## src/ioCmd_macros.svh

```systemverilog
// Width and depth constants for the IO command controller, included by every design file
`ifndef IOCMD_MACROS_SVH
`define IOCMD_MACROS_SVH

// IO port word width
`define IOCMD_PORT_BITS 32

// Core data word width
`define IOCMD_DATA_BITS 16

// Core words per IO port word
`define IOCMD_LANES 2

// Address bits that pick a lane
`define IOCMD_LANE_BITS 1

// Destination register index width
`define IOCMD_REG_BITS 4

// Default queue depth in entries
`define IOCMD_FIFO_DEPTH 8

`endif
```

## src/ioCmdPkg.sv

```systemverilog
// Shared opcode and IO response types for the IO command controller and its testbench
`default_nettype none

package ioCmdPkg;

    // Minor opcodes from the core command port
    // Bit 2 marks a store, the low bits pick the store flavor
    typedef enum logic [3:0] {
        OP_LOAD       = 4'h0,
        OP_STORE      = 4'h4,
        OP_STORE_SEND = 4'h5
    } cmdOp_e;

    // Kind of response coming back from the IO port
    typedef enum logic {
        RESP_MEM = 1'b0,
        RESP_REG = 1'b1
    } respKind_e;

    // Store class test shared by the command stage and the unpacker
    function automatic logic isStore(input cmdOp_e op);
        return op[2];
    endfunction

    function automatic logic isStoreSend(input cmdOp_e op);
        return op == OP_STORE_SEND;
    endfunction

endpackage

`default_nettype wire

```

## src/ioCmdController.sv

```systemverilog
// Top level of the IO command controller joining the core, writeback and IO port sides
`default_nettype none

`include "ioCmd_macros.svh"

module ioCmdController import ioCmdPkg::*; (
    input  wire logic                        sys_clk,
    input  wire logic                        arstN,

    // Core command port
    input  wire logic                        CommandACK,
    output logic                             CommandREQ,
    input  wire cmdOp_e                      MinorOpcodeIn,
    input  wire logic [`IOCMD_DATA_BITS-1:0] CommandAddr,
    input  wire logic [`IOCMD_DATA_BITS-1:0] CommandData,
    input  wire logic [`IOCMD_REG_BITS-1:0]  CommandDestReg,

    // Writeback port
    output logic                             WritebackACK,
    input  wire logic                        WritebackREQ,
    output logic [`IOCMD_REG_BITS-1:0]       WritebackDestReg,
    output logic [`IOCMD_DATA_BITS-1:0]      WritebackData,

    // IO command port
    output logic                             IOCmdACK,
    input  wire logic                        IOCmdREQ,
    output logic [`IOCMD_REG_BITS-1:0]       IOCmdDestReg,
    output logic [`IOCMD_PORT_BITS-1:0]      IOCmdData,

    // IO response port
    input  wire logic                        IORespACK,
    output logic                             IORespREQ,
    input  wire respKind_e                   IORespKind,
    input  wire logic [`IOCMD_REG_BITS-1:0]  IORespDestReg,
    input  wire logic [`IOCMD_PORT_BITS-1:0] IORespData
);

    // Command entry is {dest, word}, response entry adds the kind on top
    localparam int CMD_BITS  = `IOCMD_REG_BITS + `IOCMD_PORT_BITS;
    localparam int RESP_BITS = CMD_BITS + 1;

    logic                        storeREQ;
    logic                        loadREQ;
    logic                        queueACK;
    logic                        queueREQ;
    logic [`IOCMD_REG_BITS-1:0]  queueDestReg;
    logic [`IOCMD_PORT_BITS-1:0] queueData;

    logic                        respHeadACK;
    logic                        respHeadREQ;
    logic [RESP_BITS-1:0]        respHead;

    assign CommandREQ = isStore(MinorOpcodeIn) ? storeREQ : loadREQ;

    storePacker u_storePacker (
        .sys_clk        (sys_clk),
        .arstN          (arstN),
        .CommandACK     (CommandACK),
        .MinorOpcodeIn  (MinorOpcodeIn),
        .CommandAddr    (CommandAddr),
        .CommandData    (CommandData),
        .CommandDestReg (CommandDestReg),
        .StoreREQ       (storeREQ),
        .QueueACK       (queueACK),
        .QueueREQ       (queueREQ),
        .QueueDestReg   (queueDestReg),
        .QueueData      (queueData)
    );

    cmdFifo #(
        .WIDTH (CMD_BITS),
        .DEPTH (`IOCMD_FIFO_DEPTH)
    ) cmdQueue (
        .sys_clk (sys_clk),
        .arstN   (arstN),
        .InACK   (queueACK),
        .InREQ   (queueREQ),
        .InData  ({queueDestReg, queueData}),
        .OutACK  (IOCmdACK),
        .OutREQ  (IOCmdREQ),
        .OutData ({IOCmdDestReg, IOCmdData})
    );

    cmdFifo #(
        .WIDTH (RESP_BITS),
        .DEPTH (`IOCMD_FIFO_DEPTH)
    ) respQueue (
        .sys_clk (sys_clk),
        .arstN   (arstN),
        .InACK   (IORespACK),
        .InREQ   (IORespREQ),
        .InData  ({IORespKind, IORespDestReg, IORespData}),
        .OutACK  (respHeadACK),
        .OutREQ  (respHeadREQ),
        .OutData (respHead)
    );

    responseUnpacker u_responseUnpacker (
        .sys_clk          (sys_clk),
        .arstN            (arstN),
        .RespACK          (respHeadACK),
        .RespREQ          (respHeadREQ),
        .RespKind         (respKind_e'(respHead[RESP_BITS-1])),
        .RespDestReg      (respHead[CMD_BITS-1:`IOCMD_PORT_BITS]),
        .RespData         (respHead[`IOCMD_PORT_BITS-1:0]),
        .CommandACK       (CommandACK),
        .MinorOpcodeIn    (MinorOpcodeIn),
        .CommandAddr      (CommandAddr),
        .CommandDestReg   (CommandDestReg),
        .LoadREQ          (loadREQ),
        .WritebackACK     (WritebackACK),
        .WritebackREQ     (WritebackREQ),
        .WritebackDestReg (WritebackDestReg),
        .WritebackData    (WritebackData)
    );

endmodule

`default_nettype wire

```

## src/responseUnpacker.sv

```systemverilog
// Response stage holding the load buffer and arbitrating writebacks between responses and loads
`default_nettype none

`include "ioCmd_macros.svh"

module responseUnpacker import ioCmdPkg::*; (
    input  wire logic                        sys_clk,
    input  wire logic                        arstN,

    // Response queue head
    input  wire logic                        RespACK,
    output logic                             RespREQ,
    input  wire respKind_e                   RespKind,
    input  wire logic [`IOCMD_REG_BITS-1:0]  RespDestReg,
    input  wire logic [`IOCMD_PORT_BITS-1:0] RespData,

    // Load commands from the core
    input  wire logic                        CommandACK,
    input  wire cmdOp_e                      MinorOpcodeIn,
    input  wire logic [`IOCMD_DATA_BITS-1:0] CommandAddr,
    input  wire logic [`IOCMD_REG_BITS-1:0]  CommandDestReg,
    output logic                             LoadREQ,

    // Writeback port
    output logic                             WritebackACK,
    input  wire logic                        WritebackREQ,
    output logic [`IOCMD_REG_BITS-1:0]       WritebackDestReg,
    output logic [`IOCMD_DATA_BITS-1:0]      WritebackData
);

    logic [`IOCMD_PORT_BITS-1:0]                     loadBuffer;
    logic [`IOCMD_LANES-1:0][`IOCMD_DATA_BITS-1:0]   loadLanes;
    logic [`IOCMD_LANE_BITS-1:0]                     laneSel;
    logic                                            regPending;
    logic                                            loadOffered;
    logic                                            respPop;

    // Register response at the head owns the writeback port
    assign regPending = RespACK && (RespKind == RESP_REG);

    // Memory responses drain at once, register ones wait for writeback
    assign RespREQ = (RespKind == RESP_MEM) || WritebackREQ;
    assign respPop = RespACK && RespREQ;

    always_ff @(posedge sys_clk or negedge arstN) begin
        if (!arstN) begin
            loadBuffer <= '0;
        end else if (respPop) begin
            loadBuffer <= RespData;
        end
    end

    // One core word per lane of the buffer
    for (genvar lane = 0; lane < `IOCMD_LANES; lane++) begin : genLanes
        assign loadLanes[lane] =
            loadBuffer[lane*`IOCMD_DATA_BITS +: `IOCMD_DATA_BITS];
    end

    assign laneSel = CommandAddr[`IOCMD_LANE_BITS-1:0];

    // Loads pass straight through to writeback when nothing outranks them
    assign loadOffered = CommandACK && !isStore(MinorOpcodeIn) && !regPending;
    assign LoadREQ     = WritebackREQ && !regPending;

    assign WritebackACK     = regPending || loadOffered;
    assign WritebackDestReg = regPending ? RespDestReg : CommandDestReg;
    assign WritebackData    = regPending ? RespData[`IOCMD_DATA_BITS-1:0]
                                         : loadLanes[laneSel];

endmodule

`default_nettype wire

```

## src/cmdFifo.sv

```systemverilog
// Synchronous first-word-fall-through queue used for both command and response traffic
`default_nettype none

`include "ioCmd_macros.svh"

module cmdFifo #(
    parameter int WIDTH = `IOCMD_REG_BITS + `IOCMD_PORT_BITS,
    parameter int DEPTH = `IOCMD_FIFO_DEPTH
)(
    input  wire logic             sys_clk,
    input  wire logic             arstN,

    input  wire logic             InACK,
    output logic                  InREQ,
    input  wire logic [WIDTH-1:0] InData,

    output logic                  OutACK,
    input  wire logic             OutREQ,
    output logic [WIDTH-1:0]      OutData
);

    localparam int PTR_BITS   = (DEPTH > 1) ? $clog2(DEPTH) : 1;
    localparam int COUNT_BITS = $clog2(DEPTH + 1);

    logic [WIDTH-1:0]      storage [DEPTH];
    logic [PTR_BITS-1:0]   wrPtr;
    logic [PTR_BITS-1:0]   rdPtr;
    logic [COUNT_BITS-1:0] count;
    logic                  push;
    logic                  pop;

    // A full queue still takes a word when the head leaves that cycle
    assign InREQ  = (count != COUNT_BITS'(DEPTH)) || OutREQ;
    assign OutACK = count != '0;
    assign OutData = storage[rdPtr];

    assign push = InACK && InREQ;
    assign pop  = OutACK && OutREQ;

    always_ff @(posedge sys_clk) begin
        if (push) begin
            storage[wrPtr] <= InData;
        end
    end

    always_ff @(posedge sys_clk or negedge arstN) begin
        if (!arstN) begin
            wrPtr <= '0;
            rdPtr <= '0;
            count <= '0;
        end else begin
            if (push) begin
                wrPtr <= (wrPtr == PTR_BITS'(DEPTH - 1)) ? '0 : wrPtr + 1'b1;
            end
            if (pop) begin
                rdPtr <= (rdPtr == PTR_BITS'(DEPTH - 1)) ? '0 : rdPtr + 1'b1;
            end
            case ({push, pop})
                2'b10:   count <= count + 1'b1;
                2'b01:   count <= count - 1'b1;
                default: count <= count;
            endcase
        end
    end

endmodule

`default_nettype wire

```

## src/storePacker.sv

```systemverilog
// Command stage that merges 16-bit stores into the 32-bit staging word and emits IO commands
`default_nettype none

`include "ioCmd_macros.svh"

module storePacker import ioCmdPkg::*; (
    input  wire logic                        sys_clk,
    input  wire logic                        arstN,

    // Core command side
    input  wire logic                        CommandACK,
    input  wire cmdOp_e                      MinorOpcodeIn,
    input  wire logic [`IOCMD_DATA_BITS-1:0] CommandAddr,
    input  wire logic [`IOCMD_DATA_BITS-1:0] CommandData,
    input  wire logic [`IOCMD_REG_BITS-1:0]  CommandDestReg,
    output logic                             StoreREQ,

    // Command queue side
    output logic                             QueueACK,
    input  wire logic                        QueueREQ,
    output logic [`IOCMD_REG_BITS-1:0]       QueueDestReg,
    output logic [`IOCMD_PORT_BITS-1:0]      QueueData
);

    logic [`IOCMD_PORT_BITS-1:0] stagingWord;
    logic [`IOCMD_PORT_BITS-1:0] mergedWord;
    logic [`IOCMD_LANE_BITS-1:0] laneSel;
    logic                        sendCmd;
    logic                        storeAccept;

    assign laneSel = CommandAddr[`IOCMD_LANE_BITS-1:0];
    assign sendCmd = isStoreSend(MinorOpcodeIn);

    // Plain stores never wait, sends wait for queue room
    assign StoreREQ    = sendCmd ? QueueREQ : 1'b1;
    assign storeAccept = CommandACK && isStore(MinorOpcodeIn) && StoreREQ;

    // Staging word with the incoming lane already applied
    always_comb begin
        mergedWord = stagingWord;
        mergedWord[laneSel*`IOCMD_DATA_BITS +: `IOCMD_DATA_BITS] = CommandData;
    end

    always_ff @(posedge sys_clk or negedge arstN) begin
        if (!arstN) begin
            stagingWord <= '0;
        end else if (storeAccept) begin
            stagingWord <= mergedWord;
        end
    end

    // Send goes out with the same edge that updates the staging word
    assign QueueACK     = CommandACK && sendCmd;
    assign QueueDestReg = CommandDestReg;
    assign QueueData    = mergedWord;

endmodule

`default_nettype wire

```

## config.mk

```make
export PLATFORM = sky130hd
export DESIGN_NAME = ioCmdController
export DESIGN_NICKNAME = d
export VERILOG_FILES = /design/src/ioCmdPkg.sv /design/src/ioCmdController.sv /design/src/responseUnpacker.sv /design/src/cmdFifo.sv /design/src/storePacker.sv
export VERILOG_INCLUDE_DIRS = /design/src
export SDC_FILE = /design/constraint.sdc
export NUM_CORES = 1
export LEC_CHECK = 0
export BUFFER_PORTS_ARGS = -buffer_cell sky130_fd_sc_hd__buf_2
export CORE_MARGIN = 2
export CORE_UTILIZATION = 48
export DETAILED_ROUTE_END_ITERATION = 8
export GPL_TIMING_DRIVEN = 0
export HOLD_SLACK_MARGIN = 0.1
export PLACE_DENSITY = 0.65
export SYNTH_ARGS = -nofsm -noshare
export SYNTH_HDL_FRONTEND = slang
export SYNTH_SLANG_ARGS = --single-unit
export TNS_END_PERCENT = 1
```

## constraint.sdc

```tcl
create_clock -name sys_clk -period 7.76 [get_ports sys_clk]
set_input_delay 0.776 -clock sys_clk [delete_from_list [all_inputs] [get_ports sys_clk]]
set_output_delay 0.776 -clock sys_clk [all_outputs]
set_load 0.03 [all_outputs]
```

**Yosys cells after proc, flatten, opt, wreduce, memory -nomap -nowiden**

Memory sizes are Yosys's and may differ from the RTL's.
Cells that the tools add are included.

- Bits in registers: 84
- Bits in writable memories: 584
- Input bits: 83
- Output and inout bits: 60
- Logic and storage cells: 72
- Memories kept: 2

Memories:

| name | depth | bits a word | rd ports | clocked after memory_dff | write ports | line | RTL |
|---|---|---|---|---|---|---|---|
| respQueue.storage | 8 | 37 | 1 | 0 | 1 | cmdFifo.sv:25 | `logic [WIDTH-1:0] storage [DEPTH];` |
| cmdQueue.storage | 8 | 36 | 1 | 0 | 1 | cmdFifo.sv:25 |  |

- Add/sub/neg operators: 9
- Magnitude comparators: 1
- Eq/ne operators: 11
- Shift operators: 2
- Mux-type cells: 17
- Bitwise logic cells: 1
- Reduce and logical (&&, ||, !) cells: 21

Operators by type and width:

| cell | number |
|---|---|
| two-way mux 16 bit | 3 |
| negation 5 -> 34 bit | 1 |
| variable shift 16 x 34 -> 32 bit (first input constant) | 1 |
| variable part select 16 x 34 -> 32 bit | 1 |
| bitwise mux 32 bit | 1 |
| case mux 4 bit (2 select lines) | 2 |
| adder 3 x 1 -> 3 bit (second input constant) | 4 |
| equality test 3 bit (second input constant) | 4 |
| two-way mux 3 bit | 4 |
| logical AND 1 bit | 11 |
| adder 4 x 1 -> 4 bit (second input constant) | 2 |
| != test 4 bit (second input constant) | 2 |
| nonzero test 4 bit | 2 |
| subtractor 4 x 1 -> 4 bit (second input constant) | 2 |
| two-way mux 1 bit | 6 |
| equality test 2 x 1 -> 1 bit (second input constant) | 2 |
| equality test 2 bit (second input constant) | 2 |
| equality test 4 x 3 -> 1 bit (second input constant) | 1 |
| logical OR 1 bit | 4 |
| two-way mux 4 bit | 1 |
| nonzero test 2 bit | 2 |
| logical NOT 1 bit | 2 |
| < comparator 1 x 2 -> 1 bit (second input constant) | 1 |
| inverter 1 bit | 1 |

**Depth between registers and ports, before layout**

An unclocked memory read counts as a cell.

- Word-level depth: 7
- Gate-level depth with buffers: 12
- Gate-level depth less buffers: 10

**Modules after synthesis**

Synthesis repeated with hierarchy kept, for this count alone.

- Cells, all modules: 1225
- Area, all modules: 27091.0 um2

Modules (own cells, without submodules):

| module | times used | cells an instance | area an instance (um2) | sequential area each (um2) |
|---|---|---|---|---|
| cmdFifo at respQueue | 1 | 495 | 12014.0 | 9138.8 |
| cmdFifo at cmdQueue | 1 | 485 | 11508.5 | 8898.5 |
| storePacker | 1 | 113 | 1789.2 | 800.8 |
| responseUnpacker | 1 | 131 | 1764.2 | 800.8 |
| ioCmdController | 1 | 1 | 15.0 | 0.0 |

**Worst setup path after synthesis**

No wires, ideal clock.

- Kind: register to register
- Start: register respQueue.rdPtr[0]
- End: memory respQueue.storage[2][0] (netlist name) (enable)
- Arrival: 5.023 ns
- Data required time: 7.235 ns
- Path slack: 2.212 ns
- Stages on the path, launching flop included: 7
- Path buffers: 2
- Cells stage by stage: dfrtp_1 > buf_4 > mux2i_1 > a21oi_1 > a41oi_1 > clkbuf_1 > nor4bb_1

- Word-level cells in the longest chain between the ends: 7

RTL lines:

| element | line | RTL |
|---|---|---|
| start: declaration | cmdFifo.sv:27 | `logic [PTR_BITS-1:0] rdPtr;` |
| start signal: assignment | cmdFifo.sv:56 | `rdPtr <= (rdPtr == PTR_BITS'(DEPTH - 1)) ? '0 : rdPtr + 1'b1;` |
| memory (8 x 37 bit) | -- |  |
| inverter 1 bit | responseUnpacker.sv:42 | `assign RespREQ = (RespKind == RESP_MEM) \|\| WritebackREQ;` |
| logical OR 1 bit | responseUnpacker.sv:42 |  |
| logical OR 1 bit | cmdFifo.sv:33 | `assign InREQ = (count != COUNT_BITS'(DEPTH)) \|\| OutREQ;` |
| logical AND 1 bit | cmdFifo.sv:37 | `assign push = InACK && InREQ;` |
| two-way mux 1 bit | cmdFifo.sv:41 | `if (push) begin` |
| two-way mux 1 bit (not written as such) | cmdFifo.sv:42 | `storage[wrPtr] <= InData;` |
| end: declaration | cmdFifo.sv:25 |  |

No other way between the ends.

**Final worst setup path**

- Start: register respQueue.rdPtr[2]
- End: output port WritebackData[0]

- Word-level cells in the longest chain between the ends: 3

RTL lines:

| element | line | RTL |
|---|---|---|
| memory (8 x 37 bit) (*) | -- |  |
| logical AND 1 bit | responseUnpacker.sv:39 | `assign regPending = RespACK && (RespKind == RESP_REG);` |
| two-way mux 16 bit (*) | responseUnpacker.sv:67 | `` assign WritebackData = regPending ? RespData[`IOCMD_DATA_BITS-1:0] `` |
| end: declaration | ioCmdController.sv:22 | `` output logic [`IOCMD_DATA_BITS-1:0] WritebackData, `` |

Every way passes the cells marked *; elsewhere a longest branch is shown, timed or not.

==> results.cfg <==
[routing]
via_count = 12300
drcViolationCount = 0
drtAntennaViolNets = 0
via_per_inst = 5.62
drt_iter0_drc = 848
detail_route.wl_per_cell_um = 25.2
drt-pass1-iter-count = 4
wl_um = 55300

[outcome]
status = complete, no violations

[pwr]
peakVddDrop_mv = 0.588
leakagePower_nw = 10.7
p_per_area_nw_per_um2 = 387

[sta]
hold_violations = 0
relSlewSlack_pct = 33.1
setup_viol = 0
rsz0062_at_grt = no
setup_slack_ps = 3210
tightest_slew_ps = 1000
fmax_mhz = 220
fin_crit_sh_pct = 58.7
final_max_slew_viol_count = 0
finalClockSkew_ps = 25.2
period_minus_slack_ps = 4550
tns_ps = 0

[die]
fp.dieH_um = 239
die_area_um2 = 57100
core-area_um2 = 54900
io_pins = 143
die_w_um = 239
start_util_pct = 48.3
num_rows = 86

[cts]
cts_resized = 0
h-tree-depth = 3
cts_root_buffer = clkbuf_16
clk_pin_slew_ps = 60
cts_inserted_buffers = 70
cts_max_path_buffers = 3
insertion_delay_ps = 610
cts_tree = built
cts_sinks = 668

[place]
hpwl_um = 35500
place.gp.congestion = 0.772
place_ws_ps = 3820
port_buffers = 126

[finish]
fin_nets = 1533
area_delta_synth_final_pct = 16.0
fill_cells = 4089
layout_common_cells = edfxtp_1, buf_2, mux4_2, mux2_2, dfrtp_1
final_common_cell = edfxtp_1
num_antenna_cells = 0
drive_gt1_share_pct = 39.9

[worst_setup_path]
cp-start-kind = flip-flop
end_kind = output pin
path_max_fanout = 10
reg2reg_slack_ps = 4520
crit_arrival_ps = 3780
crit_required_ps = 6980
path_class = flip-flop to output pin

[run]
max_cap_violations = 0

[yosys]
yosysWarnings = 0
synth.avg_cell_area_um2 = 21.9
synthCells = 1209
synth-main-ff-cell = edfxtp_1
mappedNetlistNets = 1308
ys_ff_latch = 668
synth_edf_count = 584
synthDistinctLibCells = 47
netlist_area_um2 = 26500
async_reset_ff_share_pct = 12.6
yosysSeqAreaShare_pct = 74.1

[grt]
antenna_found_initial = 4
grt_pass1_vias = 13100
overflow = 0
gr-usage-all-layers_pct = 20.0
grt_pass1_wl_um = 82500
grt_max_degree = 62

[min_path]
hold_path.class = input port to flip-flop
[timing repair]
| action | CTS | global route |
|---|---|---|
| setup buffers | 0 | 0 |
| hold endpoints to repair | 23 | 0 |
| hold buffers | 1 | 0 |
[logic make-up (layout without fill, tap and decap cells)]
kind of cell	count (synthesis)	after routing	synth area share (%)
xor+xnor	6	6	0.198
simple gates	52	52	1.12
buf+inv	85	368	1.58
mux	365	365	21.7
compound gates	17	17	0.439
fa+ha+maj	16	16	0.812
flops	668	668	74.1
[stage by stage]
step	utilization (%)	power (W)	hold slack, ps	cell area [µm²]	cells
floorplan	-	0.00759	461	26500	1209
CTS	56.0	0.0121	402	30700	2196
global route	56.0	0.0125	417	30700	2196
detailed placement	52.0	0.00887	481	28500	2065
global placement	51.0	0.00875	481	28000	2039
finish	56.0	0.0119	436	30700	2196
[synth_stat cells, types with 2 or more instances]
| library cell | instances | area share [%] |
|---|---|---|
| edfxtp_1 | 584 | 66 |
| mux4_2 | 144 | 12 |
| mux2_2 | 119 | 5.1 |
| dfrtp_1 | 84 | 7.9 |
| mux2i_1 | 72 | 2.7 |
| mux2_4 | 30 | 1.7 |
| inv_1 | 27 | 0.38 |
| clkbuf_1 | 26 | 0.37 |
| buf_2 | 22 | 0.42 |
| nor2_1 | 15 | 0.21 |
| ha_1 | 14 | 0.66 |
| nand2_1 | 6 | 0.085 |
| nand2b_1 | 5 | 0.12 |
| o21ai_0 | 5 | 0.094 |
| a21oi_1 | 4 | 0.076 |
| buf_4 | 4 | 0.11 |
| xnor2_1 | 4 | 0.13 |
| and3_1 | 3 | 0.071 |
| and4b_1 | 3 | 0.11 |
| buf_12 | 3 | 0.23 |
| nor2b_1 | 3 | 0.071 |
| nor3_1 | 3 | 0.057 |
| a21o_1 | 2 | 0.057 |
| buf_1 | 2 | 0.028 |
| fa_1 | 2 | 0.15 |
| xor2_1 | 2 | 0.066 |
[report_power, final]
part           total (W)  switching, W  internal [W]
Sequential       0.00462      0.000183       0.00443
Combinational    0.00411       0.00236       0.00175
Clock            0.00317       0.00135       0.00182
Total             0.0119       0.00390       0.00800
[final cells by class]
| type | count | area (µm²) | area share (%) |
|---|---|---|---|
| flip-flops and latches | 668 | 19600 | 63.9 |
| multi-input cells | 456 | 6520 | 21.2 |
| clock buffers | 95 | 1920 | 6.24 |
| repair buffers | 153 | 1090 | 3.54 |
| well taps | 704 | 881 | 2.87 |
| plain buffers | 58 | 317 | 1.03 |
| clock inverters | 35 | 278 | 0.904 |
| inverters | 27 | 101 | 0.330 |
[worst paths after layout]
kind	start	to	cells past startpoint
worst min register to register	cmdQueue.count[3]$_DFFE_PN0P_	cmdQueue.count[3]$_DFFE_PN0P_	1
worst min-delay path	IORespData[24]	respQueue.storage[1][24]$_DFFE_PP_	1
worst max-delay path	respQueue.rdPtr[2]$_DFFE_PN0P_	WritebackData[0]	7
min in group asynchronous	arstN	u_responseUnpacker.loadBuffer[10]$_DFFE_PN0P_	2
max in group asynchronous	arstN	cmdQueue.wrPtr[2]$_DFFE_PN0P_	3
worst max register to register	respQueue.rdPtr[0]$_DFFE_PN0P_	respQueue.count[3]$_DFFE_PN0P_	11
[critical path, stage by stage, from the launching register on]
cell	delay, ps
dfrtp_1	340
buf_2	250
clkbuf_1	710
clkbuf_1	640
mux4_2	410
mux2i_1	320
mux2i_1	250
buf_2	240
[flip-flops by register name (all words and copies together) (netlist names)]
name and flops:
cmdQueue.count 4, respQueue.rdPtr 3, cmdQueue.wrPtr 3, cmdQueue.rdPtr 3, u_responseUnpacker.loadBuffer 32, respQueue.wrPtr 3
respQueue.storage 296, cmdQueue.storage 288, u_storePacker.stagingWord 32, respQueue.count 4
[layer usage]
| metal | part of all wire, % | up-vias | global-route usage (%) |
|---|---|---|---|
| met5 | 0.061 | - | 0 |
| met4 | 2.9 | 8 | 6.61 |
| met3 | 4.8 | 102 | 3.93 |
| met2 | 52 | 311 | 34.4 |
| met1 | 41 | 6509 | 25.6 |
| li1 | - | 5416 | - |
(Power assumes the default switching activity.)
